<file path="config.mk">
export PLATFORM = sky130hd
export DESIGN_NAME = vlsu_top
export DESIGN_NICKNAME = d
export VERILOG_FILES = /design/src/rtl/vlsu_pkg.sv /design/src/rtl/vlsu_rob_if.sv /design/src/rtl/vlsu_ctrl.sv /design/src/rtl/vlsu_byte_counter.sv /design/src/rtl/vlsu_rob.sv /design/src/rtl/vlsu_mem_issue.sv /design/src/rtl/vlsu_vrf_port.sv /design/src/rtl/vlsu_top.sv
export SDC_FILE = /design/constraint.sdc
export NUM_CORES = 1
export LEC_CHECK = 0
export ABC_AREA = 0
export ABC_CLOCK_PERIOD_IN_PS = 11100
export BUFFER_PORTS_ARGS = -buffer_cell sky130_fd_sc_hd__buf_2
export CAP_MARGIN = 20
export CORE_UTILIZATION = 59
export CTS_BUF_LIST = sky130_fd_sc_hd__clkbuf_4 sky130_fd_sc_hd__clkbuf_8
export CTS_CLUSTER_DIAMETER = 30
export DETAILED_ROUTE_END_ITERATION = 10
export HOLD_SLACK_MARGIN = 0.03
export PLACE_DENSITY_LB_ADDON = 0.15
export RECOVER_POWER = 100
export SYNTH_ARGS = -nofsm -noshare
export SYNTH_HDL_FRONTEND = slang
export SYNTH_SLANG_ARGS = --single-unit
export TNS_END_PERCENT = 30
</file>
<file path="constraint.sdc">
create_clock -name clk_i -period 11.1 [get_ports clk_i]
set_clock_uncertainty 0.2 [all_clocks]
set_input_delay 1.665 -clock clk_i [delete_from_list [all_inputs] [get_ports clk_i]]
set_output_delay 1.665 -clock clk_i [all_outputs]
set_load 0.02 [all_outputs]
</file>
<file path="src/rtl/vlsu_pkg.sv">
// Vector load/store unit package
// Widths, operation and element-width codes, the instruction struct and
// the byte-lane helpers shared by both engines

package vlsu_pkg;

  ////////////////////////////////////////////////////////////////////////////
  // Sizes
  ////////////////////////////////////////////////////////////////////////////

  localparam int unsigned ELEN           = 32;
  localparam int unsigned ELENB          = ELEN / 8;
  localparam int unsigned VLEN           = 256;
  localparam int unsigned WORDS_PER_VREG = VLEN / ELEN;
  localparam int unsigned NR_VREGS       = 32;

  // Register number times WORDS_PER_VREG plus word index
  typedef logic [$clog2(NR_VREGS*WORDS_PER_VREG)-1:0] vrf_addr_t;

  typedef logic [$clog2(VLEN/8):0] vl_t;
  typedef logic [$clog2(VLEN/8):0] vbytes_t;
  typedef logic [ELEN-1:0]         elen_t;
  typedef logic [ELENB-1:0]        strb_t;

  ////////////////////////////////////////////////////////////////////////////
  // Encodings
  ////////////////////////////////////////////////////////////////////////////

  typedef enum logic [1:0] {
    EW_8  = 2'd0,
    EW_16 = 2'd1,
    EW_32 = 2'd2
  } vsew_e;

  typedef enum logic [1:0] {
    VLE  = 2'd0,
    VSE  = 2'd1,
    VLSE = 2'd2,
    VSSE = 2'd3
  } vlsu_op_e;

  typedef struct packed {
    vlsu_op_e    op;
    logic [4:0]  vd;
    logic [31:0] rs1;
    logic [31:0] rs2;
    vl_t         vl;
    vsew_e       vsew;
  } vlsu_req_t;

  // Rotate a word towards higher byte lanes
  function automatic elen_t rot_bytes(elen_t data, logic [1:0] lanes);
    logic [2*ELEN-1:0] wide;
    wide = {data, data} << (8 * lanes);
    return wide[2*ELEN-1:ELEN];
  endfunction

  // nbytes ones starting at lane shift
  function automatic strb_t lane_mask(vbytes_t nbytes, logic [1:0] shift);
    logic [2*ELENB-1:0] ones;
    ones = ((2*ELENB)'(1) << nbytes) - 1'b1;
    return strb_t'(ones << shift);
  endfunction

endpackage

</file>
<file path="src/rtl/vlsu_rob_if.sv">
// Reorder buffer interface
// Joins the buffer to the memory-side and VRF-side engines

`timescale 1ns/100ps

interface vlsu_rob_if #(
  parameter int unsigned NR_OUTSTANDING = 8
) ();

  import vlsu_pkg::*;

  // Requests from the memory side
  logic                              mem_alloc;
  logic                              mem_push;
  logic [$clog2(NR_OUTSTANDING)-1:0] mem_push_id;
  elen_t                             mem_push_data;
  logic                              mem_pop;

  // Requests from the VRF side, pushes land on next_id
  logic                              vrf_alloc;
  logic                              vrf_push;
  elen_t                             vrf_push_data;
  logic                              vrf_pop;

  // Buffer state
  logic [$clog2(NR_OUTSTANDING)-1:0] next_id;
  logic                              full;
  logic                              empty;
  logic                              head_valid;
  elen_t                             head_data;
  logic [$clog2(NR_OUTSTANDING)-1:0] head_id;

  modport rob (
    input  mem_alloc, mem_push, mem_push_id, mem_push_data, mem_pop,
    input  vrf_alloc, vrf_push, vrf_push_data, vrf_pop,
    output next_id, full, empty, head_valid, head_data, head_id
  );

  modport mem_side (
    output mem_alloc, mem_push, mem_push_id, mem_push_data, mem_pop,
    input  next_id, full, empty, head_valid, head_data, head_id
  );

  modport vrf_side (
    output vrf_alloc, vrf_push, vrf_push_data, vrf_pop,
    input  next_id, full, empty, head_valid, head_data, head_id
  );

endinterface

</file>
<file path="src/rtl/vlsu_ctrl.sv">
// Load/store instruction controller
// Takes one instruction, turns its vl into a byte count and holds it
// until both engines are idle, then flags completion

`timescale 1ns/100ps

module vlsu_ctrl (
  input  logic                clk_i,
  input  logic                rst_n_i,
  input  logic                req_valid_i,
  output logic                req_ready_o,
  input  vlsu_pkg::vlsu_req_t req_i,
  input  logic                mem_busy_i,
  input  logic                vrf_busy_i,
  output vlsu_pkg::vlsu_req_t cmd_o,
  output logic                cmd_valid_o,
  output logic                done_o
);

  import vlsu_pkg::*;

  vlsu_req_t cmd_q;
  vl_t       vl_bytes;
  logic      cmd_valid_q;
  logic      done_q;
  logic      accept;
  logic      idle;

  assign req_ready_o = ~cmd_valid_q;
  assign accept      = req_valid_i & req_ready_o;
  assign idle        = ~mem_busy_i & ~vrf_busy_i;

  // Element count to byte count
  always_comb begin
    case (req_i.vsew)
      EW_16:   vl_bytes = req_i.vl << 1;
      EW_32:   vl_bytes = req_i.vl << 2;
      default: vl_bytes = req_i.vl;
    endcase
  end

  always_ff @(posedge clk_i) begin
    if (accept) begin
      cmd_q    <= req_i;
      cmd_q.vl <= vl_bytes;
    end
  end

  always_ff @(posedge clk_i) begin
    if (!rst_n_i) begin
      cmd_valid_q <= 1'b0;
      done_q      <= 1'b0;
    end else begin
      done_q <= 1'b0;
      if (accept) begin
        cmd_valid_q <= 1'b1;
      end else if (cmd_valid_q && idle) begin
        // Zero-length instructions retire silently
        cmd_valid_q <= 1'b0;
        done_q      <= (cmd_q.vl != '0);
      end
    end
  end

  assign cmd_o       = cmd_q;
  assign cmd_valid_o = cmd_valid_q;
  assign done_o      = done_q;

endmodule

</file>
<file path="src/rtl/vlsu_byte_counter.sv">
// Byte progress counter for one side of the unit
// Offers one element per step in strided mode, up to a word otherwise

`timescale 1ns/100ps

module vlsu_byte_counter (
  input  logic              clk_i,
  input  logic              rst_n_i,
  input  logic              clear_i,
  input  logic              en_i,
  input  vlsu_pkg::vbytes_t total_i,
  input  logic              single_i,
  input  vlsu_pkg::vbytes_t elem_bytes_i,
  output vlsu_pkg::vbytes_t pos_o,
  output vlsu_pkg::vbytes_t step_o,
  output logic              valid_o,
  output logic              last_o
);

  import vlsu_pkg::*;

  vbytes_t pos_q;
  vbytes_t remaining;
  vbytes_t max_step;

  assign remaining = total_i - pos_q;
  assign max_step  = single_i ? elem_bytes_i : vbytes_t'(ELENB);

  // Compare rather than test remaining, total drops to zero when idle
  assign valid_o = pos_q < total_i;
  assign last_o  = valid_o & (remaining <= max_step);
  assign step_o  = (last_o && !single_i) ? remaining : max_step;
  assign pos_o   = pos_q;

  always_ff @(posedge clk_i) begin
    if (!rst_n_i) begin
      pos_q <= '0;
    end else if (clear_i) begin
      pos_q <= '0;
    end else if (en_i) begin
      pos_q <= pos_q + step_o;
    end
  end

endmodule

</file>
<file path="src/rtl/vlsu_rob.sv">
// Reorder buffer between the memory port and the VRF
// Ids are handed out in order, data lands at any allocated id and
// leaves in allocation order

`timescale 1ns/100ps

module vlsu_rob #(
  parameter int unsigned NR_OUTSTANDING = 8
) (
  input logic     clk_i,
  input logic     rst_n_i,
  input logic     clear_i,
  vlsu_rob_if.rob rob
);

  import vlsu_pkg::*;

  localparam int unsigned IdWidth = $clog2(NR_OUTSTANDING);

  // One extra pointer bit tells full from empty
  logic [IdWidth:0]          wr_ptr_q;
  logic [IdWidth:0]          rd_ptr_q;
  logic [IdWidth:0]          fill;
  logic [NR_OUTSTANDING-1:0] valid_q;
  elen_t                     data_q [NR_OUTSTANDING];
  logic [IdWidth-1:0]        rd_idx;
  logic [IdWidth-1:0]        push_id;
  elen_t                     push_data;
  logic                      alloc;
  logic                      push;
  logic                      pop;

  // Only one side is active per direction, so a plain merge suffices
  assign alloc     = rob.mem_alloc | rob.vrf_alloc;
  assign push      = rob.mem_push | rob.vrf_push;
  assign pop       = rob.mem_pop | rob.vrf_pop;
  assign push_id   = rob.mem_push ? rob.mem_push_id : rob.next_id;
  assign push_data = rob.mem_push ? rob.mem_push_data : rob.vrf_push_data;

  assign fill   = wr_ptr_q - rd_ptr_q;
  assign rd_idx = rd_ptr_q[IdWidth-1:0];

  assign rob.next_id    = wr_ptr_q[IdWidth-1:0];
  assign rob.full       = fill == (IdWidth+1)'(NR_OUTSTANDING);
  assign rob.empty      = fill == '0;
  assign rob.head_valid = valid_q[rd_idx];
  assign rob.head_data  = data_q[rd_idx];
  assign rob.head_id    = rd_idx;

  always_ff @(posedge clk_i) begin
    if (!rst_n_i || clear_i) begin
      wr_ptr_q <= '0;
      rd_ptr_q <= '0;
      valid_q  <= '0;
    end else begin
      if (alloc) begin
        wr_ptr_q <= wr_ptr_q + 1'b1;
      end
      if (pop) begin
        rd_ptr_q        <= rd_ptr_q + 1'b1;
        valid_q[rd_idx] <= 1'b0;
      end
      if (push) begin
        valid_q[push_id] <= 1'b1;
      end
    end
  end

  always_ff @(posedge clk_i) begin
    if (push) begin
      data_q[push_id] <= push_data;
    end
  end

endmodule

</file>
<file path="src/rtl/vlsu_mem_issue.sv">
// Memory-side engine
// Builds word addresses and strobes, issues loads with buffer ids and
// stores from the buffer head, and pushes returning load data

`timescale 1ns/100ps

module vlsu_mem_issue #(
  parameter int unsigned NR_OUTSTANDING = 8
) (
  input  logic                              clk_i,
  input  logic                              rst_n_i,
  input  vlsu_pkg::vlsu_req_t               cmd_i,
  input  logic                              cmd_valid_i,
  input  logic                              start_i,
  output logic                              mem_valid_o,
  input  logic                              mem_ready_i,
  output logic [31:0]                       mem_addr_o,
  output logic                              mem_we_o,
  output vlsu_pkg::strb_t                   mem_strb_o,
  output vlsu_pkg::elen_t                   mem_wdata_o,
  output logic [$clog2(NR_OUTSTANDING)-1:0] mem_id_o,
  input  logic                              mem_rvalid_i,
  input  logic [$clog2(NR_OUTSTANDING)-1:0] mem_rid_i,
  input  vlsu_pkg::elen_t                   mem_rdata_i,
  vlsu_rob_if.mem_side                      rob,
  output logic                              busy_o
);

  import vlsu_pkg::*;

  logic        is_load;
  logic        is_strided;
  logic        handshake;
  logic        cnt_valid;
  logic        cnt_last;
  vbytes_t     total;
  vbytes_t     elem_bytes;
  vbytes_t     pos;
  vbytes_t     step;
  logic [31:0] addr;

  assign is_load    = (cmd_i.op == VLE) || (cmd_i.op == VLSE);
  assign is_strided = (cmd_i.op == VLSE) || (cmd_i.op == VSSE);
  assign total      = cmd_valid_i ? vbytes_t'(cmd_i.vl) : '0;
  assign elem_bytes = vbytes_t'(1) << cmd_i.vsew;

  vlsu_byte_counter u_mem_counter (
    .clk_i       (clk_i),
    .rst_n_i     (rst_n_i),
    .clear_i     (start_i),
    .en_i        (handshake),
    .total_i     (total),
    .single_i    (is_strided),
    .elem_bytes_i(elem_bytes),
    .pos_o       (pos),
    .step_o      (step),
    .valid_o     (cnt_valid),
    .last_o      (cnt_last)
  );

  ////////////////////////////////////////////////////////////////////////////
  // Address and strobes
  ////////////////////////////////////////////////////////////////////////////

  // Strided: element index times stride, unit stride: byte position
  assign addr = is_strided ? cmd_i.rs1 + 32'(pos >> cmd_i.vsew) * cmd_i.rs2
                           : cmd_i.rs1 + 32'(pos);

  assign mem_addr_o = {addr[31:2], 2'b00};
  assign mem_we_o   = ~is_load;

  // Only the final unit-stride word is partial
  assign mem_strb_o = is_strided ? lane_mask(elem_bytes, addr[1:0]) :
                      cnt_last   ? lane_mask(step, 2'b00) : '1;

  ////////////////////////////////////////////////////////////////////////////
  // Issue and buffer traffic
  ////////////////////////////////////////////////////////////////////////////

  // Loads wait for a free id, stores for data at the head
  assign mem_valid_o = cnt_valid & (is_load ? ~rob.full : rob.head_valid);
  assign handshake   = mem_valid_o & mem_ready_i;
  assign mem_id_o    = is_load ? rob.next_id : rob.head_id;

  // Store element sits in lane 0, move it to its address lane
  assign mem_wdata_o = rot_bytes(rob.head_data, addr[1:0]);

  assign rob.mem_alloc     = handshake & is_load;
  assign rob.mem_pop       = handshake & ~is_load;
  assign rob.mem_push      = mem_rvalid_i & is_load;
  assign rob.mem_push_id   = mem_rid_i;
  assign rob.mem_push_data = mem_rdata_i;

  // Outstanding loads keep this side busy
  assign busy_o = cnt_valid | ~rob.empty;

endmodule

</file>
<file path="src/rtl/vlsu_vrf_port.sv">
// VRF-side engine
// Writes load data from the buffer head into the register lanes and
// reads store data from the VRF into the buffer

`timescale 1ns/100ps

module vlsu_vrf_port (
  input  logic                clk_i,
  input  logic                rst_n_i,
  input  vlsu_pkg::vlsu_req_t cmd_i,
  input  logic                cmd_valid_i,
  input  logic                start_i,
  output logic                vrf_we_o,
  input  logic                vrf_wack_i,
  output vlsu_pkg::vrf_addr_t vrf_waddr_o,
  output vlsu_pkg::elen_t     vrf_wdata_o,
  output vlsu_pkg::strb_t     vrf_wbe_o,
  output logic                vrf_re_o,
  output vlsu_pkg::vrf_addr_t vrf_raddr_o,
  input  vlsu_pkg::elen_t     vrf_rdata_i,
  input  logic                vrf_rvalid_i,
  vlsu_rob_if.vrf_side        rob,
  output logic                busy_o
);

  import vlsu_pkg::*;

  logic      is_load;
  logic      is_strided;
  logic      cnt_en;
  logic      cnt_valid;
  logic      cnt_last;
  vbytes_t   total;
  vbytes_t   elem_bytes;
  vbytes_t   pos;
  vbytes_t   step;
  vrf_addr_t word_addr;
  logic [1:0] reg_lane;
  logic [1:0] mem_lane;

  assign is_load    = (cmd_i.op == VLE) || (cmd_i.op == VLSE);
  assign is_strided = (cmd_i.op == VLSE) || (cmd_i.op == VSSE);
  assign total      = cmd_valid_i ? vbytes_t'(cmd_i.vl) : '0;
  assign elem_bytes = vbytes_t'(1) << cmd_i.vsew;

  vlsu_byte_counter u_vrf_counter (
    .clk_i       (clk_i),
    .rst_n_i     (rst_n_i),
    .clear_i     (start_i),
    .en_i        (cnt_en),
    .total_i     (total),
    .single_i    (is_strided),
    .elem_bytes_i(elem_bytes),
    .pos_o       (pos),
    .step_o      (step),
    .valid_o     (cnt_valid),
    .last_o      (cnt_last)
  );

  assign word_addr = vrf_addr_t'(cmd_i.vd * WORDS_PER_VREG + pos / ELENB);
  assign reg_lane  = pos[1:0];

  // Lane the element had in memory, low bits of rs1 + e * stride
  assign mem_lane = is_strided ?
                    2'(cmd_i.rs1[1:0] + (pos >> cmd_i.vsew) * cmd_i.rs2[1:0]) : 2'b00;

  ////////////////////////////////////////////////////////////////////////////
  // Load write-back
  ////////////////////////////////////////////////////////////////////////////

  assign vrf_we_o    = cnt_valid & is_load & rob.head_valid;
  assign vrf_waddr_o = word_addr;
  assign vrf_wdata_o = rot_bytes(rob.head_data, reg_lane - mem_lane);
  assign vrf_wbe_o   = is_strided ? lane_mask(elem_bytes, reg_lane) :
                       cnt_last   ? lane_mask(step, 2'b00) : '1;

  assign rob.vrf_pop = vrf_we_o & vrf_wack_i;

  ////////////////////////////////////////////////////////////////////////////
  // Store read
  ////////////////////////////////////////////////////////////////////////////

  // Hold off while the buffer has no free id
  assign vrf_re_o    = cnt_valid & ~is_load & ~rob.full;
  assign vrf_raddr_o = word_addr;

  // Strided elements go down to lane 0
  assign rob.vrf_alloc     = vrf_re_o & vrf_rvalid_i;
  assign rob.vrf_push      = vrf_re_o & vrf_rvalid_i;
  assign rob.vrf_push_data = rot_bytes(vrf_rdata_i, 2'(2'd0 - reg_lane));

  assign cnt_en = rob.vrf_pop | rob.vrf_push;
  assign busy_o = cnt_valid;

endmodule

</file>
<file path="src/rtl/vlsu_top.sv">
// Vector load/store unit top level
// Controller, reorder buffer and the memory-side and VRF-side engines

`timescale 1ns/100ps

module vlsu_top #(
  parameter int unsigned NR_OUTSTANDING = 8
) (
  input  logic                              clk_i,
  input  logic                              rst_n_i,
  // Instruction request
  input  logic                              req_valid_i,
  output logic                              req_ready_o,
  input  vlsu_pkg::vlsu_op_e                req_op_i,
  input  logic [4:0]                        req_vd_i,
  input  logic [31:0]                       req_rs1_i,
  input  logic [31:0]                       req_rs2_i,
  input  vlsu_pkg::vl_t                     req_vl_i,
  input  vlsu_pkg::vsew_e                   req_vsew_i,
  // Memory request and result
  output logic                              mem_valid_o,
  input  logic                              mem_ready_i,
  output logic [31:0]                       mem_addr_o,
  output logic                              mem_we_o,
  output vlsu_pkg::strb_t                   mem_strb_o,
  output vlsu_pkg::elen_t                   mem_wdata_o,
  output logic [$clog2(NR_OUTSTANDING)-1:0] mem_id_o,
  input  logic                              mem_rvalid_i,
  input  logic [$clog2(NR_OUTSTANDING)-1:0] mem_rid_i,
  input  vlsu_pkg::elen_t                   mem_rdata_i,
  // VRF
  output logic                              vrf_we_o,
  input  logic                              vrf_wack_i,
  output vlsu_pkg::vrf_addr_t               vrf_waddr_o,
  output vlsu_pkg::elen_t                   vrf_wdata_o,
  output vlsu_pkg::strb_t                   vrf_wbe_o,
  output logic                              vrf_re_o,
  output vlsu_pkg::vrf_addr_t               vrf_raddr_o,
  input  vlsu_pkg::elen_t                   vrf_rdata_i,
  input  logic                              vrf_rvalid_i,
  output logic                              done_o
);

  import vlsu_pkg::*;

  vlsu_req_t req;
  vlsu_req_t cmd;
  logic      cmd_valid;
  logic      start;
  logic      mem_busy;
  logic      vrf_busy;

  assign req = '{op: req_op_i, vd: req_vd_i, rs1: req_rs1_i, rs2: req_rs2_i,
                 vl: req_vl_i, vsew: req_vsew_i};

  // Acceptance clears the buffer and both counters
  assign start = req_valid_i & req_ready_o;

  vlsu_rob_if #(.NR_OUTSTANDING(NR_OUTSTANDING)) u_rob_if ();

  vlsu_ctrl u_ctrl (
    .clk_i      (clk_i),
    .rst_n_i    (rst_n_i),
    .req_valid_i(req_valid_i),
    .req_ready_o(req_ready_o),
    .req_i      (req),
    .mem_busy_i (mem_busy),
    .vrf_busy_i (vrf_busy),
    .cmd_o      (cmd),
    .cmd_valid_o(cmd_valid),
    .done_o     (done_o)
  );

  vlsu_rob #(.NR_OUTSTANDING(NR_OUTSTANDING)) u_rob (
    .clk_i  (clk_i),
    .rst_n_i(rst_n_i),
    .clear_i(start),
    .rob    (u_rob_if.rob)
  );

  vlsu_mem_issue #(.NR_OUTSTANDING(NR_OUTSTANDING)) u_mem_issue (
    .clk_i       (clk_i),
    .rst_n_i     (rst_n_i),
    .cmd_i       (cmd),
    .cmd_valid_i (cmd_valid),
    .start_i     (start),
    .mem_valid_o (mem_valid_o),
    .mem_ready_i (mem_ready_i),
    .mem_addr_o  (mem_addr_o),
    .mem_we_o    (mem_we_o),
    .mem_strb_o  (mem_strb_o),
    .mem_wdata_o (mem_wdata_o),
    .mem_id_o    (mem_id_o),
    .mem_rvalid_i(mem_rvalid_i),
    .mem_rid_i   (mem_rid_i),
    .mem_rdata_i (mem_rdata_i),
    .rob         (u_rob_if.mem_side),
    .busy_o      (mem_busy)
  );

  vlsu_vrf_port u_vrf_port (
    .clk_i       (clk_i),
    .rst_n_i     (rst_n_i),
    .cmd_i       (cmd),
    .cmd_valid_i (cmd_valid),
    .start_i     (start),
    .vrf_we_o    (vrf_we_o),
    .vrf_wack_i  (vrf_wack_i),
    .vrf_waddr_o (vrf_waddr_o),
    .vrf_wdata_o (vrf_wdata_o),
    .vrf_wbe_o   (vrf_wbe_o),
    .vrf_re_o    (vrf_re_o),
    .vrf_raddr_o (vrf_raddr_o),
    .vrf_rdata_i (vrf_rdata_i),
    .vrf_rvalid_i(vrf_rvalid_i),
    .rob         (u_rob_if.vrf_side),
    .busy_o      (vrf_busy)
  );

endmodule

</file>
==> results of run 1 <==
## through the flow
stage               setup WS [ns]  total power (uW)  hold slack (ns)
global placement            1.432              2735           0.2754
global route              0.05916              4473           0.3443
CTS                        0.5201              4310           0.2914
detailed placement          1.268              2767           0.2788
finish                     0.5075              4272           0.3118
floorplan                   2.108              2419           0.2505
## critical path, cell delays in order, from the launching register on
cell       delay (ns)
edfxtp_1         0.74
mux2i_1          0.24
o22ai_2          0.84
and2_0           0.27
fa_1             0.42
fa_1             0.47
ha_1             0.29
inv_1            0.05
fa_1             0.53
inv_1            0.04
ha_1             0.28
ha_1             0.32
fa_1             0.55
inv_1            0.06
fa_1             0.53
inv_1            0.04
ha_1             0.31
o21ai_0          0.09
nor2_1           0.23
a32o_1           0.35
o2111ai_1        0.24
a2111o_1         0.47
a21oi_1          0.20
nor2_1           0.07
a211oi_1         0.22
clkbuf_2         0.22
## metal layers
layer  up-vias  wire, um  part of all wire (%)  GRT usage (%)
li1       8631         -                     -              -
met1      9362     27540                    41          38.14
met2       846     32780                    48          50.04
met3       146      4602                   6.8          4.246
met4         0      2755                   4.1          13.74
met5         -         0                     0              0
## Yosys cell counts, drive strengths merged (4+ instances only)
cell	count	area (um^2)
inv	231	867.1
a31oi	15	93.84
and3	14	87.58
nand4	15	93.84
o31ai	5	37.54
dfxtp	33	660.6
nor4	5	31.28
nor3	20	111.4
nor2	168	630.6
nor3b	4	30.03
and2	126	788.3
nand2b	10	62.56
or3	5	31.28
nand3	24	120.1
xnor2	62	550.5
mux4	101	2275
mux2i	115	1151
a22oi	7	52.55
or4	4	31.28
nor2b	15	93.84
fa	139	2783
a21o	18	135.1
o21bai	5	37.54
edfxtp	335	10060
clkbuf	67	251.5
o22ai	4	25.02
o21ai	80	400.4
o31a	4	35.03
xor2	25	219.0
a211oi	11	82.58
mux2	34	382.9
o21a	22	165.2
buf	36	211.5
ha	232	2903
nand2	160	600.6
a21oi	56	284.0
## placed cells by master (no fill, tap or decap), types with 6 or more instances in the layout
cell type / n
clkbuf_4: 12
xor2_1: 25
mux2i_1: 112
o21ai_0: 79
dfxtp_1: 30
nor2_1: 159
nand4_1: 15
nor2b_1: 14
a21o_1: 18
ha_1: 231
clkinvlp_4: 7
a211oi_1: 11
o21a_1: 22
mux2_1: 13
mux2_2: 21
nor3_1: 19
buf_2: 159
mux4_2: 101
buf_4: 18
nor2_4: 8
clkinv_2: 8
nand3_1: 24
fa_1: 139
and3_1: 14
clkbuf_1: 134
a21oi_1: 55
bufinv_16: 7
xnor2_1: 61
clkinv_4: 8
inv_6: 6
a31oi_1: 15
and2_1: 123
clkinv_1: 12
inv_1: 230
edfxtp_1: 335
nand2b_1: 10
clkbuf_8: 80
a22oi_1: 7
nand2_1: 160
## power groups by stage
stage | logic, uW | clock network, uW | registers, uW
6_report | 1100 | 1540 | 1640
5_1_grt | 1200 | 1630 | 1640
4_1_cts | 1110 | 1560 | 1630
3_5_place_dp | 1100 | 0 | 1660
3_3_place_gp | 1080 | 0 | 1660
2_1_floorplan | 777 | 0 | 1640
## layout make-up
class                      instances  area [um^2]  share of cell area (%)
multi-input combinational       1556        14900                   49.05
sequential                       368        10730                   35.32
timing repair buffer             312         1439                   4.738
clock buffer                      92         1191                   3.923
inverter                         232        872.1                   2.872
tap                              592        740.7                   2.439
clock inverter                    49        494.2                   1.628
antenna                            3        7.507                 0.02472
## logic make-up after synthesis
group / after synthesis / synth area share (%)
other: 1 / 0.01397
muxes: 250 / 14.19
and+or+nand+nor: 580 / 10.48
buffers and inverters: 335 / 4.969
DFF: 368 / 39.94
adders and majority gates: 371 / 21.18
AOI/OAI and AO/OA: 263 / 6.275
xor gates and xnor gates: 88 / 2.951
## path summary, 6_finish.rpt
path                                              to  slack (ns)  cells past startpoint
hold / removal                     u_rob.wr_ptr_q[3]        0.31                      2
setup reg to reg  u_mem_issue.u_mem_counter.pos_o[5]        3.63                     19
hold reg to reg                    u_rob.wr_ptr_q[3]        0.31                      2
setup / recovery                      mem_addr_o[31]        0.51                     25
## sequential cells by signal, indices dropped and copies added (netlist names), named ones only
register                         flops
u_rob.data_q                       256
u_rob.rd_ptr_q                       4
u_ctrl.cmd_o                        79
u_rob.wr_ptr_q                       4
u_ctrl.cmd_valid_o                   1
u_vrf_port.u_vrf_counter.pos_o       6
u_ctrl.done_o                        1
u_mem_issue.u_mem_counter.pos_o      6
u_rob.valid_q                        8
==> impl_metrics.ini, run 1 <==
[critical_path]
critPathLaunch = u_ctrl.cmd_o[1]
start_kind = flip-flop
cp.arrival_ns = 8.73
worstPathRequired_ns = 9.24
cp_max_fo = 20
crit_type = reg2out
crit_path_end_kind = primary output
r2r-start = u_ctrl.cmd_o[78]

[finish]
postLayoutCoreUtil_pct = 68.22
final_area_mm2 = 0.03037
area_growth_pct = 13.14
fin_cells = 3204
nNetsFinal = 3072
drive_above_1_share_pct = 17.67
n_fill_cell = 3373

[floorplan]
coreArea_mm2 = 0.04451
dieHeight_um = 215.3
boundaryPins = 282
rows = 77
die_w_um = 215.3
start_util_pct = 60.30
die-area_mm2 = 0.04635

[status]
status = complete, but fails checks
violations = capacitance limit, slew limit

[yosys]
synth_seq_cells = 368
synth_cell_types = 77
syn_avg_cell_area_um2 = 11.90
synthCells = 2256
yosysSeqAreaShare_pct = 39.94
synth_warnings = 0
yosys_most_used_dff = edfxtp_1
syn-cell-area_mm2 = 0.02684
ys_async_sr_fraction_pct = 0
synth_edf_count = 335

[power]
combPwrFrac_pct = 25.6
p_sw_uw = 1382
p_seq_share_pct = 38.4
ir_drop_mv = 0.1738
p_leak_uw = 0.01271
clkPwrFrac_pct = 36.0
switching_share_pct = 32.36
p_int_uw = 2889
cellPowerDensity_mw_per_mm2 = 140.7

[drt]
ant_nets = 0
via_per_inst = 5.925
vias = 18985
drt_pass1_iterations = 5
drt_wl_total_mm = 67.67
first_iter_violations = 1372
wl_per_cell_um = 21.12
drc = 0

[timing]
hold_viol = 0
slew_headroom_pct = -84.75
final.period_utilization_pct = 95.43
clock.fmax_ghz = 0.09441
final.setup.tns_ns = 0
maxSlewViolCount = 572
rsz0062_at_grt = no
layout_min_cycle_time_ns = 10.59
setup_viol = 0
max_slew.worst_pin.slew_ns = 2.771

[global_route]
grt_pass1_vias = 19396
track_usage_pct = 29.72
grt_start_max_net_pins = 65
antenna_found_initial = 2
grt_overflow = 0
grt_pass1_wl_mm = 105.4

[placed_design]
dp_hpwl_mm = 49.68
io_buffers = 279
gp_congestion = 0.9403
placed_cells = 3060
placed_area_mm2 = 0.02890

[clock_network]
post_cts_buffers = 0
insertion_delay_ns = 0.66
clockBufferDepth = 3
cts_sinks = 368
root_buffer = clkbuf_8
cts-buffers-inserted = 78
post_cts_resized = 0
clk_pin_slew_worst_paths_ns = 0.05
cts_tree = done
hold_buffers = 0
cts_max_level = 3

[hold_path]
worstHoldPathType = reg2reg
hp-start = u_rob.wr_ptr_q[3]

[job]
maxCapViolCount = 16
Note: power is estimated with default switching activity, not from simulation.
==> inputs of run 2 (changes only) <==
- ABC_CLOCK_PERIOD_IN_PS: 11100 -> 12400
- clock period: 11.1 -> 12.4 ns (I/O delays scaled with it)
==> impl_metrics.ini, run 2 (synthesis gave the netlist of run 1 again) <==
[status]
status = complete, but fails checks
violations = capacitance limit, slew limit

[global_route]
met1_usage_pct = 37.39
antenna_found_initial = 4
met3_usage_pct = 4.926
top_usage_layer = met2
track_usage_pct = 29.64
grt_start_max_net_pins = 65
grt_pass1_vias = 19631
grt_use_met2_pct = 50.29
grt_overflow = 0
grt_pass1_wl_mm = 105.6

[floorplan]
rows = 77
start_util_pct = 60.30
die-area_mm2 = 0.04635
coreArea_mm2 = 0.04451
boundaryPins = 282
dieHeight_um = 215.3
die_w_um = 215.3

[critical_path]
r2r-start = u_ctrl.cmd_o[78]
critPathLaunch = u_ctrl.cmd_o[0]
cp_max_fo = 19
r2r_setup_slack_ns = 4.92
crit_type = reg2out
critical_path_buf_inv_count = 6
crit_path_end_kind = primary output
crit_path_frequent_cell = fa_1
worstPathRequired_ns = 10.34
max_stage_delay_ns = 1.06
crit_path_top_delay_cell = a21oi_1
critPathTopFamily = adder cells
cp.arrival_ns = 9.10
start_kind = flip-flop
timing.rr.end = u_mem_issue.u_mem_counter.pos_o[5]
r2r_cells = 19

[drt]
first_iter_violations = 1551
drt_pass1_iterations = 5
vias = 19018
via_per_inst = 5.932
ant_nets = 0
drt_wl_total_mm = 67.63
wl_per_cell_um = 21.10
drc = 0

[finish]
mostFrequentLayoutCells = edfxtp_1 (335), ha_1 (231), inv_1 (230), nand2_1 (160), nor2_1 (159)
final_area_mm2 = 0.03044
multi_input_area_mm2 = 0.01489
drive_above_1_share_pct = 17.63
regArea_mm2 = 0.01073
final_common_cell = edfxtp_1
area_growth_pct = 13.40
top_register = u_rob.data_q
nNetsFinal = 3069
n_fill_cell = 3337
largest_reg_flops = 256

[power]
p_seq_share_pct = 37.6
combPwrFrac_pct = 25.0
p_leak_uw = 0.01274
p_sw_uw = 1256
p_int_uw = 2647
clkPwrFrac_pct = 37.3
cellPowerDensity_mw_per_mm2 = 128.2
ir_drop_mv = 0.1130
switching_share_pct = 32.18
total_power_uw = 3902

[timing]
layout_min_cycle_time_ns = 11.16
setup_viol = 0
final.setup.tns_ns = 0
clock.fmax_ghz = 0.08963
rsz0062_at_grt = no
max_slew.worst_pin.slew_ns = 3.264
hold_viol = 0
maxSlewViolCount = 552
slew_headroom_pct = -117.6
final.period_utilization_pct = 89.97
whs_ns = 0.3122

[clock_network]
cts-buffers-inserted = 79
insertion_delay_ns = 0.69
root_buffer = clkbuf_8
cts_tree = done
cts_sinks = 368
hold_buffers = 0
clockBufferDepth = 3
post_cts_buffers = 0
clk_pin_slew_worst_paths_ns = 0.05
post_cts_resized = 0
cts_max_level = 3

[placed_design]
placed_area_mm2 = 0.02886
dp_hpwl_mm = 49.43
io_buffers = 279
gp_congestion = 0.9888

[hold_path]
holdPathEnd = u_rob.wr_ptr_q[3]
hp-start = u_rob.wr_ptr_q[3]
whs_path_depth = 2
worstHoldPathType = reg2reg

[job]
maxCapViolCount = 15
run 2: cell types whose count changed in the layout (fill, tap and decap cells not counted), moves of 2 or more:
| cell | change |
|---|---|
| buf_4 | -5 |
| inv_12 | +2 |
| diode_2 | +2 |
| buf_2 | -5 |
| clkbuf_4 | +7 |
| clkinvlp_4 | -4 |
| mux2_2 | +2 |
| mux2_1 | -2 |
| bufinv_16 | +2 |
| clkinv_4 | -2 |
| clkinv_1 | -4 |
| clkinv_2 | +3 |
| clkbuf_1 | +6 |
run 2: per-layer routing:
layer / routed length (um) / vias to the layer above / share of wire (%)
li1: - / 8632 / -
met4: 2547 / 0 / 3.8
met1: 26920 / 9460 / 40
met3: 4963 / 154 / 7.3
met2: 33200 / 772 / 49
met5: 0 / - / 0
run 2: final cells by class:
cell class,instances,share of cell area (%)
Tap cell,592,2.434
Clock buffer,98,4.041
Clock inverter,47,1.833
Sequential cell,368,35.24
Timing Repair Buffer,308,4.616
Inverter,232,2.865
Antenna cell,5,0.04111
Multi-Input combinational cell,1556,48.93
run 2: worst max path at each step:
stage,slack [ns],end,depth (start not counted)
after floorplan,3.21,mem_addr_o[31],27
after global placement,2.55,mem_addr_o[31],25
after detailed placement,2.29,mem_addr_o[31],24
after CTS,1.54,mem_addr_o[31],24
after global routing,0.68,mem_addr_o[31],25
final,1.24,mem_addr_o[31],26
run 2: tightest hold or removal path, delay by kind of cell (launching register included):
kind           cells  cell delay, ns
flip-flops         1            0.32
AO/OA/AOI/OAI      2            0.15
run 2: power groups by stage:
| stage | Combinational (uW) | Sequential (uW) | Clock (uW) |
|---|---|---|---|
| final | 977 | 1470 | 1460 |
| after global routing | 1070 | 1470 | 1550 |
| after CTS | 992 | 1460 | 1480 |
| after detailed placement | 987 | 1490 | 0 |
| after global placement | 962 | 1490 | 0 |
| after floorplan | 695 | 1470 | 0 |
run 2: metrics by stage:
step           cells  setup slack, ns  util (%)
5_1_grt         3203           0.6810     68.36
3_3_place_gp    3055            2.547     64.83
2_1_floorplan   2259            3.213         -
6_report        3206            1.243     68.38
4_1_cts         3200            1.544     68.85
3_5_place_dp    3055            2.294     64.83
